==> src/include/decoder_cfg.svh <==
`ifndef DECODER_CFG_SVH
`define DECODER_CFG_SVH

// power-of-two number of decoded record queue entries
`define DECODE_QUEUE_DEPTH 8

// slots per fetch bundle and per dispatch group
`define DECODE_WIDTH 2

`endif

==> src/source/except_pkg.sv <==
package except_pkg;

    // 7-bit exception code in the ESTAT ecode encoding
    typedef enum logic [6:0] {
        EXC_NONE = 7'h00,
        EXC_SYS  = 7'h0B,  // syscall
        EXC_BRK  = 7'h0C,  // break
        EXC_INE  = 7'h0D   // instruction not exist
    } exc_cause_t;

    // exception state carried along with one instruction
    // flags[1:0] from fetch and flags[2] from decode
    typedef struct packed {
        logic [2:0]       flags;
        exc_cause_t [2:0] cause;  // one code per flag
    } exc_rec_t;

endpackage

==> src/source/inst_pkg.sv <==
package inst_pkg;

    typedef enum logic [7:0] {
        NOP     = 8'd0,
        ADD     = 8'd1,
        SUB     = 8'd2,
        AND     = 8'd3,
        OR      = 8'd4,
        XOR     = 8'd5,
        SLT     = 8'd6,
        SLTU    = 8'd7,
        LUI     = 8'd8,
        LDW     = 8'd9,
        STW     = 8'd10,
        BEQ     = 8'd11,
        BNE     = 8'd12,
        B       = 8'd13,
        BL      = 8'd14,
        JIRL    = 8'd15,
        CSRRD   = 8'd16,
        CSRWR   = 8'd17,
        CSRXCHG = 8'd18,
        RDCNTVL = 8'd19,
        INVTLB  = 8'd20,
        ERTN    = 8'd21,
        SYSCALL = 8'd22,
        BREAK   = 8'd23
    } aluop_t;

    typedef enum logic [2:0] {
        SEL_NOP   = 3'd0,
        SEL_ARITH = 3'd1,
        SEL_LOGIC = 3'd2,
        SEL_MEM   = 3'd3,
        SEL_JUMP  = 3'd4,
        SEL_CSR   = 3'd5
    } alusel_t;

    // one slot of the front-end bundle
    typedef struct packed {
        logic                         valid;
        logic [31:0]                  pc;
        logic [31:0]                  inst;
        logic                         pre_taken;  // predicted taken
        logic [31:0]                  pre_addr;   // predicted target
        logic [1:0]                   exc_flags;
        except_pkg::exc_cause_t [1:0] exc_cause;
    } fetch_slot_t;

    typedef struct packed {
        logic [31:0]          pc;
        logic [31:0]          inst;
        aluop_t               aluop;
        alusel_t              alusel;
        logic [31:0]          imm;
        logic                 reg1_read_en;
        logic [4:0]           reg1_read_addr;
        logic                 reg2_read_en;
        logic [4:0]           reg2_read_addr;
        logic                 reg_write_en;
        logic [4:0]           reg_write_addr;
        logic                 pre_taken;
        logic [31:0]          pre_addr;
        logic                 is_privilege;
        logic                 csr_read_en;
        logic                 csr_write_en;
        logic [13:0]          csr_addr;
        logic                 is_cnt;      // rdcntvl.w
        logic                 invtlb_op;
        except_pkg::exc_rec_t exc;
    } decoded_t;

endpackage

==> src/source/decode_queue.sv <==
`timescale 1ns/1ps
`include "decoder_cfg.svh"

module decode_queue (
    input  logic                                   clk,
    input  logic                                   rst,
    input  logic                                   flush,
    input  logic [`DECODE_WIDTH-1:0]               enq_valid,
    input  inst_pkg::decoded_t [`DECODE_WIDTH-1:0] enq_data,
    input  logic [`DECODE_WIDTH-1:0]               deq_en,
    output inst_pkg::decoded_t [`DECODE_WIDTH-1:0] head_data,
    output logic [`DECODE_WIDTH-1:0]               head_valid,
    output logic                                   has_room
);

    localparam int DEPTH = `DECODE_QUEUE_DEPTH;
    localparam int PTR_W = $clog2(DEPTH);
    localparam int CNT_W = PTR_W + 1;

    inst_pkg::decoded_t mem [DEPTH];

    logic [PTR_W-1:0]   wr_ptr;
    logic [PTR_W-1:0]   rd_ptr;
    logic [PTR_W-1:0]   wr_ptr_1;  // slot after wr_ptr, wraps
    logic [PTR_W-1:0]   rd_ptr_1;
    logic [CNT_W-1:0]   count;
    logic [1:0]         n_enq;
    logic [1:0]         n_deq;
    logic               pop_0;
    logic               pop_1;
    inst_pkg::decoded_t first_data;

    assign wr_ptr_1 = wr_ptr + 1'b1;
    assign rd_ptr_1 = rd_ptr + 1'b1;

    assign head_valid[0] = (count != '0);
    assign head_valid[1] = (count > CNT_W'(1));
    assign head_data[0]  = mem[rd_ptr];
    assign head_data[1]  = mem[rd_ptr_1];

    assign has_room = (count <= CNT_W'(DEPTH - 2));  // two free entries

    // bit 1 only counts together with bit 0
    assign pop_0 = deq_en[0] & head_valid[0];
    assign pop_1 = pop_0 & deq_en[1] & head_valid[1];
    assign n_deq = 2'(pop_0) + 2'(pop_1);

    // compact so a lone slot 1 lands at wr_ptr
    assign n_enq      = 2'(enq_valid[0]) + 2'(enq_valid[1]);
    assign first_data = enq_valid[0] ? enq_data[0] : enq_data[1];

    always_ff @(posedge clk) begin
        if (|enq_valid) begin
            mem[wr_ptr] <= first_data;
        end
        if (&enq_valid) begin
            mem[wr_ptr_1] <= enq_data[1];
        end
    end

    always_ff @(posedge clk) begin
        if (rst || flush) begin
            wr_ptr <= '0;
            rd_ptr <= '0;
            count  <= '0;
        end else begin
            wr_ptr <= wr_ptr + PTR_W'(n_enq);
            rd_ptr <= rd_ptr + PTR_W'(n_deq);
            count  <= count + CNT_W'(n_enq) - CNT_W'(n_deq);
        end
    end

endmodule

==> src/source/decoder.sv <==
`timescale 1ns/1ps
`include "decoder_cfg.svh"

module decoder (
    input  logic                                    clk,
    input  logic                                    rst,
    input  logic                                    flush,
    input  inst_pkg::fetch_slot_t [`DECODE_WIDTH-1:0] fetch_bundle,
    input  logic [`DECODE_WIDTH-1:0]                invalid_en,
    output logic                                    get_data_req,
    output inst_pkg::decoded_t [`DECODE_WIDTH-1:0]  dispatch_inst,
    output logic [`DECODE_WIDTH-1:0]                dispatch_valid
);

    inst_pkg::decoded_t [`DECODE_WIDTH-1:0] id_dec;
    logic [`DECODE_WIDTH-1:0]               id_valid;
    logic                                   has_room;

    // slot 0 is the older instruction
    id u_id_0 (
        .slot      (fetch_bundle[0]),
        .dec       (id_dec[0]),
        .dec_valid (id_valid[0])
    );

    id u_id_1 (
        .slot      (fetch_bundle[1]),
        .dec       (id_dec[1]),
        .dec_valid (id_valid[1])
    );

    decode_queue u_queue (
        .clk        (clk),
        .rst        (rst),
        .flush      (flush),
        .enq_valid  (id_valid & {`DECODE_WIDTH{has_room}}),  // bundle ignored when full
        .enq_data   (id_dec),
        .deq_en     (invalid_en),
        .head_data  (dispatch_inst),
        .head_valid (dispatch_valid),
        .has_room   (has_room)
    );

    assign get_data_req = has_room;  // front end holds its bundle while low

endmodule

==> src/source/id.sv <==
`timescale 1ns/1ps

module id (
    input  inst_pkg::fetch_slot_t slot,
    output inst_pkg::decoded_t    dec,
    output logic                  dec_valid
);

    logic [31:0] inst;
    logic [4:0]  rd;
    logic [4:0]  rj;
    logic [4:0]  rk;
    logic [31:0] si12_ext;
    logic [31:0] ui12_ext;
    logic [31:0] si20_hi;
    logic [31:0] offs16_ext;
    logic [31:0] offs26_ext;
    logic        fetch_exc;
    logic        read_rj;   // rj onto port 1
    logic        read_rk;   // rk onto port 2
    logic        read_rd;   // rd onto port 2 (stores, branches, csr)
    logic        write_rd;
    except_pkg::exc_cause_t dec_cause;

    assign inst = slot.inst;
    assign rd   = inst[4:0];
    assign rj   = inst[9:5];
    assign rk   = inst[14:10];

    assign si12_ext   = {{20{inst[21]}}, inst[21:10]};
    assign ui12_ext   = {20'd0, inst[21:10]};
    assign si20_hi    = {inst[24:5], 12'd0};
    assign offs16_ext = {{14{inst[25]}}, inst[25:10], 2'b00};
    assign offs26_ext = {{4{inst[9]}}, inst[9:0], inst[25:10], 2'b00};

    assign fetch_exc = |slot.exc_flags;
    assign dec_valid = slot.valid;

    always_comb begin
        dec           = '0;
        dec.pc        = slot.pc;
        dec.inst      = inst;
        dec.aluop     = inst_pkg::NOP;
        dec.alusel    = inst_pkg::SEL_NOP;
        dec.pre_taken = slot.pre_taken;
        dec.pre_addr  = slot.pre_addr;
        read_rj       = 1'b0;
        read_rk       = 1'b0;
        read_rd       = 1'b0;
        write_rd      = 1'b0;
        dec_cause     = except_pkg::EXC_NONE;

        casez (inst)
            // 3R group, opcode in [31:15]
            32'b0000_0000_0001_0000_0???_????_????_????: begin
                dec.aluop  = inst_pkg::ADD;
                dec.alusel = inst_pkg::SEL_ARITH;
                {read_rj, read_rk, write_rd} = 3'b111;
            end
            32'b0000_0000_0001_0001_0???_????_????_????: begin
                dec.aluop  = inst_pkg::SUB;
                dec.alusel = inst_pkg::SEL_ARITH;
                {read_rj, read_rk, write_rd} = 3'b111;
            end
            32'b0000_0000_0001_0010_0???_????_????_????: begin
                dec.aluop  = inst_pkg::SLT;
                dec.alusel = inst_pkg::SEL_ARITH;
                {read_rj, read_rk, write_rd} = 3'b111;
            end
            32'b0000_0000_0001_0010_1???_????_????_????: begin
                dec.aluop  = inst_pkg::SLTU;
                dec.alusel = inst_pkg::SEL_ARITH;
                {read_rj, read_rk, write_rd} = 3'b111;
            end
            32'b0000_0000_0001_0100_1???_????_????_????: begin
                dec.aluop  = inst_pkg::AND;
                dec.alusel = inst_pkg::SEL_LOGIC;
                {read_rj, read_rk, write_rd} = 3'b111;
            end
            32'b0000_0000_0001_0101_0???_????_????_????: begin
                dec.aluop  = inst_pkg::OR;
                dec.alusel = inst_pkg::SEL_LOGIC;
                {read_rj, read_rk, write_rd} = 3'b111;
            end
            32'b0000_0000_0001_0101_1???_????_????_????: begin
                dec.aluop  = inst_pkg::XOR;
                dec.alusel = inst_pkg::SEL_LOGIC;
                {read_rj, read_rk, write_rd} = 3'b111;
            end
            // 2RI12 group
            32'b0000_0010_10??_????_????_????_????_????: begin
                dec.aluop  = inst_pkg::ADD;
                dec.alusel = inst_pkg::SEL_ARITH;
                dec.imm    = si12_ext;
                {read_rj, write_rd} = 2'b11;
            end
            32'b0000_0011_01??_????_????_????_????_????: begin
                dec.aluop  = inst_pkg::AND;
                dec.alusel = inst_pkg::SEL_LOGIC;
                dec.imm    = ui12_ext;        // andi zero-extends
                {read_rj, write_rd} = 2'b11;
            end
            32'b0000_0011_10??_????_????_????_????_????: begin
                dec.aluop  = inst_pkg::OR;
                dec.alusel = inst_pkg::SEL_LOGIC;
                dec.imm    = ui12_ext;
                {read_rj, write_rd} = 2'b11;
            end
            32'b0001_010?_????_????_????_????_????_????: begin
                dec.aluop  = inst_pkg::LUI;
                dec.alusel = inst_pkg::SEL_LOGIC;
                dec.imm    = si20_hi;
                write_rd   = 1'b1;
            end
            32'b0010_1000_10??_????_????_????_????_????: begin
                dec.aluop  = inst_pkg::LDW;
                dec.alusel = inst_pkg::SEL_MEM;
                dec.imm    = si12_ext;
                {read_rj, write_rd} = 2'b11;
            end
            32'b0010_1001_10??_????_????_????_????_????: begin
                dec.aluop  = inst_pkg::STW;
                dec.alusel = inst_pkg::SEL_MEM;
                dec.imm    = si12_ext;
                {read_rj, read_rd} = 2'b11;  // rd is store data
            end
            // branches
            32'b0100_11??_????_????_????_????_????_????: begin
                dec.aluop  = inst_pkg::JIRL;
                dec.alusel = inst_pkg::SEL_JUMP;
                dec.imm    = offs16_ext;
                {read_rj, write_rd} = 2'b11;
            end
            32'b0101_00??_????_????_????_????_????_????: begin
                dec.aluop  = inst_pkg::B;
                dec.alusel = inst_pkg::SEL_JUMP;
                dec.imm    = offs26_ext;
            end
            32'b0101_01??_????_????_????_????_????_????: begin
                dec.aluop          = inst_pkg::BL;
                dec.alusel         = inst_pkg::SEL_JUMP;
                dec.imm            = offs26_ext;
                dec.reg_write_en   = 1'b1;
                dec.reg_write_addr = 5'd1;  // link register ra
            end
            32'b0101_10??_????_????_????_????_????_????: begin
                dec.aluop  = inst_pkg::BEQ;
                dec.alusel = inst_pkg::SEL_JUMP;
                dec.imm    = offs16_ext;
                {read_rj, read_rd} = 2'b11;
            end
            32'b0101_11??_????_????_????_????_????_????: begin
                dec.aluop  = inst_pkg::BNE;
                dec.alusel = inst_pkg::SEL_JUMP;
                dec.imm    = offs16_ext;
                {read_rj, read_rd} = 2'b11;
            end
            // csr ops share one opcode and rj picks the flavour
            32'b0000_0100_????_????_????_????_????_????: begin
                dec.alusel       = inst_pkg::SEL_CSR;
                dec.is_privilege = 1'b1;
                dec.csr_read_en  = 1'b1;
                dec.csr_addr     = inst[23:10];
                write_rd         = 1'b1;
                if (rj == 5'd0) begin
                    dec.aluop = inst_pkg::CSRRD;
                end else if (rj == 5'd1) begin
                    dec.aluop        = inst_pkg::CSRWR;
                    dec.csr_write_en = 1'b1;
                    read_rd          = 1'b1;
                end else begin
                    dec.aluop        = inst_pkg::CSRXCHG;
                    dec.csr_write_en = 1'b1;
                    {read_rj, read_rd} = 2'b11;  // rj holds the mask
                end
            end
            32'b0000_0000_0000_0000_0110_0000_000?_????: begin
                dec.aluop  = inst_pkg::RDCNTVL;
                dec.alusel = inst_pkg::SEL_CSR;
                dec.is_cnt = 1'b1;
                write_rd   = 1'b1;
            end
            32'b0000_0110_0100_1001_1???_????_????_????: begin
                dec.aluop        = inst_pkg::INVTLB;
                dec.is_privilege = 1'b1;
                dec.invtlb_op    = 1'b1;
                {read_rj, read_rk} = 2'b11;
            end
            32'b0000_0110_0100_1000_0011_1000_0000_0000: begin
                dec.aluop        = inst_pkg::ERTN;
                dec.is_privilege = 1'b1;
            end
            32'b0000_0000_0010_1011_0???_????_????_????: begin
                dec.aluop = inst_pkg::SYSCALL;
                dec_cause = except_pkg::EXC_SYS;
            end
            32'b0000_0000_0010_1010_0???_????_????_????: begin
                dec.aluop = inst_pkg::BREAK;
                dec_cause = except_pkg::EXC_BRK;
            end
            default: dec_cause = except_pkg::EXC_INE;  // outside the subset
        endcase

        if (read_rj) begin
            dec.reg1_read_en   = 1'b1;
            dec.reg1_read_addr = rj;
        end
        if (read_rk || read_rd) begin
            dec.reg2_read_en   = 1'b1;
            dec.reg2_read_addr = read_rk ? rk : rd;
        end
        if (write_rd) begin
            dec.reg_write_en   = 1'b1;
            dec.reg_write_addr = rd;
        end

        dec.exc.flags[1:0] = slot.exc_flags;
        dec.exc.cause[1:0] = slot.exc_cause;
        // an earlier fetch fault masks the decode one
        if (!fetch_exc && dec_cause != except_pkg::EXC_NONE) begin
            dec.exc.flags[2] = 1'b1;
            dec.exc.cause[2] = dec_cause;
        end
    end

endmodule

==> config.mk <==
export PLATFORM = sky130hd
export DESIGN_NAME = decoder
export DESIGN_NICKNAME = d
export VERILOG_FILES = /design/src/source/except_pkg.sv /design/src/source/inst_pkg.sv /design/src/source/decode_queue.sv /design/src/source/decoder.sv /design/src/source/id.sv
export VERILOG_INCLUDE_DIRS = /design/src /design/src/include
export SDC_FILE = /design/constraint.sdc
export NUM_CORES = 2
export LEC_CHECK = 0
export ABC_CLOCK_PERIOD_IN_PS = 24500
export BUFFER_PORTS_ARGS = -buffer_cell sky130_fd_sc_hd__buf_2
export CORE_ASPECT_RATIO = 1.1
export CORE_MARGIN = 4
export CORE_UTILIZATION = 55
export CTS_BUF_LIST = sky130_fd_sc_hd__clkbuf_2
export DETAILED_ROUTE_END_ITERATION = 12
export PLACE_DENSITY = 0.77
export SKIP_LAST_GASP = 1
export SLEW_MARGIN = 20
export SYNTH_ARGS = -nofsm -noshare
export SYNTH_HDL_FRONTEND = slang
export SYNTH_SLANG_ARGS = --single-unit
export TNS_END_PERCENT = 30
==> constraint.sdc <==
create_clock -name clk -period 24.5 [get_ports clk]
set_input_delay 7.35 -clock clk [delete_from_list [all_inputs] [get_ports clk]]
set_output_delay 7.35 -clock clk [all_outputs]
set_load 0.01 [all_outputs]
==> flow_metrics.env <==
export IMPL_r2r_start="u_queue.count[3]$_SDFF_PP0_"
export IMPL_syn_inst=7159
export IMPL_hp_class="reg -> reg"
export IMPL_num_nets_final=7773
export IMPL_hold_path_end="u_queue.count[3]$_SDFF_PP0_"
export IMPL_ys_seq_area_share_pct=51.17
export IMPL_slew_viol_final=99
export IMPL_die_area_sq_um=173800
export IMPL_crit_required_ns=17.15
export IMPL_swShare_pct=36.12
export IMPL_drtAntennaViolNets=0
export IMPL_num_rows=157
export IMPL_synth_seq_cells=1570
export IMPL_cts_hold_buf=0
export IMPL_rsz0062_at_grt="false"
export IMPL_path_class="reg -> out"
export IMPL_postCtsSetupBuffers=0
export IMPL_io_pins=638
export IMPL_yosys_cell_types_count=97
export IMPL_worstPathArrival_ns=7.35
export IMPL_combPwrFrac_pct=36.9
export IMPL_grt_pass1_vias=69800
export IMPL_syn_avg_cell_area_sq_um=12.84
export IMPL_wl_per_cell_um=31.19
export IMPL_setup_ws_ns=9.804
export IMPL_peakVddDrop_v=0.00006987
export IMPL_r2r_slack_ns=18.12
export IMPL_clock_power_share_pct=21.3
export IMPL_max_clock_freq_mhz=68.04
export IMPL_period_needed_ns=14.70
export IMPL_netlist_top_cells_count="edfxtp_1 (1560), nor2_1 (938), a21oi_1 (918)"
export IMPL_power_total_mw=8.237
export IMPL_via_count=71350
export IMPL_initial_core_util_pct=55.25
export IMPL_synth_area_leaders="edfxtp_1 (51%), mux4_2 (19%), a21oi_1 (5.0%)"
export IMPL_slew_headroom_pct=-13.42
export IMPL_yosys_cell_count_top_type="edfxtp_1"
export IMPL_drive_gt1_share_pct=33.99
export IMPL_worst_pin_slew_ns=1.701
export IMPL_wl_mm=314.5
export IMPL_yosysWarnings=0
export IMPL_via_per_inst=7.077
export IMPL_p_leak_nw=35.27
export IMPL_min_from="u_queue.count[3]$_SDFF_PP0_"
export IMPL_syn_to_final_growth_pct=8.400
export IMPL_rr_endpoint="u_queue.mem[1][33]$_DFFE_PP_"
export IMPL_cpMaxStageDelayCell="dfxtp_4"
export IMPL_grt_first_pass_wirelength_mm=452.2
export IMPL_netlist_area_leader_share_pct=50.96
export IMPL_crit_path_frequent_cell="buf_4"
export IMPL_p_sw_mw=2.975
export IMPL_fin_worst_skew_ns=0.2023
export IMPL_critPathLaunchType="register"
export IMPL_finalHoldViolCount=0
export IMPL_numPortBuffers=625
export IMPL_finalCritPeriodShare_pct=59.99
export IMPL_async_flop_share_pct=0
export IMPL_cts_tree="built"
export IMPL_end_kind="primary output"
export IMPL_outcome="finished, violations left"
export IMPL_track_usage_pct=35.30
export IMPL_synth_cell_area_sq_um=91930
export IMPL_cts_made_buffers=409
export IMPL_r2r_cells=13
export IMPL_power_density_nw_per_um2=82.65
export IMPL_routabilityCongestion=0.9544
export IMPL_fp_coreArea_sq_um=166400
export IMPL_seq_power_share_pct=41.8
export IMPL_die_w_um=397.8
export IMPL_clk_pin_slew_ns=0.11
export IMPL_hpwlAfterDp_mm=185.3
export IMPL_synth_largest_area_cell="edfxtp_1"
export IMPL_synth_edff_count=1560
export IMPL_path_buf_inv=4
export IMPL_synth_ff_type="edfxtp_1"
export IMPL_violations="max-slew violations"
export IMPL_finalSetupViolations=0
export IMPL_hold_depth=4
export IMPL_cts_sinks=1570
export IMPL_insertion_delay_ns=2.10
export IMPL_grt_max_degree=172
export IMPL_grt_overflow_total=0
export IMPL_place_ws_ns=11.55
export IMPL_drt_iter0_drc=10760
export IMPL_cts_htree_levels=5
export IMPL_cpPeakStageDelay_ns=0.90
export IMPL_first_pass_iters=9
export IMPL_cts_resized=0
export IMPL_crit_chain="ha_4 -> buf_4 -> buf_4 -> buf_4 -> mux4_2 -> mux2_2 -> buf_2"
export IMPL_root_buffer="clkbuf_2"
export IMPL_cp_top_family="buffers and inverters"
export IMPL_die_h_um=436.8
export IMPL_antenna_found_initial=50
export IMPL_p_int_mw=5.262
export IMPL_clockBufferDepth=4
export IMPL_cp_max_fo=49
export IMPL_finish_utilization_pct=59.89
export IMPL_maxCapViolCount=0
export IMPL_tns_ns=0
export IMPL_post_route_drc_count=0
cell families (layout without fill, tap and decap cells):
group                      Yosys count  after routing  synth area share (%)
xor gates and xnor gates            10             10               0.09528
adders and majority gates           17             17                0.2640
buffers and inverters              834           1470                 3.635
AOI/OAI and AO/OA                 1531           1531                 9.590
muxes                             1449           1449                 26.93
DFF                               1570           1570                 51.17
and+or+nand+nor                   1747           1747                 8.308
other                                1             62              0.004079
flip-flops by register name (all words and copies together), names as in the netlist:
name / flops
u_queue.mem: 1560
u_queue.rd_ptr: 3
u_queue.wr_ptr: 3
u_queue.count: 4
placed cells by master (no fill, tap or decap), types with 13 or more instances in the layout:
master / synthesis / routed
a21oi_1: 918 / 916
a221o_1: 14 / 14
a22oi_1: 52 / 52
a2bb2oi_2: 15 / 15
a31oi_1: 27 / 27
and2_1: 30 / 30
and3_1: 16 / 15
buf_12: 0 / 16
buf_2: 72 / 625
buf_4: 20 / 106
clkbuf_2: 1 / 565
clkinv_1: 0 / 101
clkinv_2: 0 / 25
diode_2: 0 / 50
edfxtp_1: 1560 / 1560
inv_1: 26 / 25
mux2_2: 391 / 391
mux2i_1: 277 / 277
mux4_2: 780 / 780
nand2_1: 378 / 368
nand3_1: 222 / 218
nand4_1: 15 / 15
nor2_1: 938 / 930
nor3_1: 27 / 22
nor3_2: 9 / 13
nor4_1: 15 / 14
o21ai_0: 293 / 287
o21ai_1: 38 / 38
o221ai_1: 18 / 18
o22ai_1: 40 / 40
o31ai_1: 26 / 24
through the flow:
step                cells  area, sq um  hold WS (ns)
floorplan            7170        91970        0.5779
global placement     9335        96100        0.6539
detailed placement   9336        96120        0.6805
CTS                 10030        99470        0.7031
global route        10070        99620        0.7278
finish              10080        99650        0.7017
how the worst max path moves through the flow:
stage | cells past startpoint | to | slack (ns) | start
6_report | 7 | dispatch_inst[283] | 9.80 | u_queue.rd_ptr[0]$_SDFF_PP0_
5_1_grt | 7 | dispatch_inst[380] | 9.07 | u_queue.rd_ptr[0]$_SDFF_PP0_
4_1_cts | 7 | dispatch_inst[355] | 9.45 | u_queue.rd_ptr[0]$_SDFF_PP0_
3_5_place_dp | 11 | u_queue.mem[1][143]$_DFFE_PP_ | 11.55 | fetch_bundle[113]
3_3_place_gp | 11 | u_queue.mem[1][131]$_DFFE_PP_ | 11.62 | fetch_bundle[113]
2_1_floorplan | 8 | u_queue.mem[0][0]$_DFFE_PP_ | 0.71 | fetch_bundle[113]
tightest hold or removal path: cells and delay by family (launching register included):
family | cells | cell delay, ns
adder cells (fa/ha/maj) | 1 | 0.14
buffers and inverters | 1 | 0.07
XOR/XNOR | 1 | 0.07
flip-flops | 1 | 0.32
AND/OR/NAND/NOR | 1 | 0.08
per-layer routing:
| layer | vias to the layer above | global-route usage, % | share of wire (%) |
|---|---|---|---|
| li1 | 28890 | - | - |
| met1 | 34650 | 42.88 | 32 |
| met2 | 6388 | 53.01 | 45 |
| met3 | 1400 | 11.59 | 15 |
| met4 | 18 | 25.65 | 8.5 |
| met5 | - | 0 | 0.039 |
cell type report:
type / instances / area (sq um)
Clock buffer: 565 / 2828
Clock inverter: 129 / 520.5
Multi-Input combinational cell: 4766 / 41920
Tap cell: 2226 / 2785
Timing Repair Buffer: 750 / 4310
Sequential cell: 1570 / 47060
Fill cell: 12830 / 66730
Antenna cell: 50 / 125.1
Inverter: 26 / 105.1
power by group through the flow:
stage | clock (mW) | combinational, mW | sequential (mW)
after floorplan | 0 | 1.97 | 3.56
after global placement | 0 | 2.94 | 3.47
after detailed placement | 0 | 2.99 | 3.50
after CTS | 1.75 | 3.00 | 3.43
after global routing | 1.90 | 3.19 | 3.46
final | 1.75 | 3.04 | 3.44
Power figures use the tool's default switching activity.
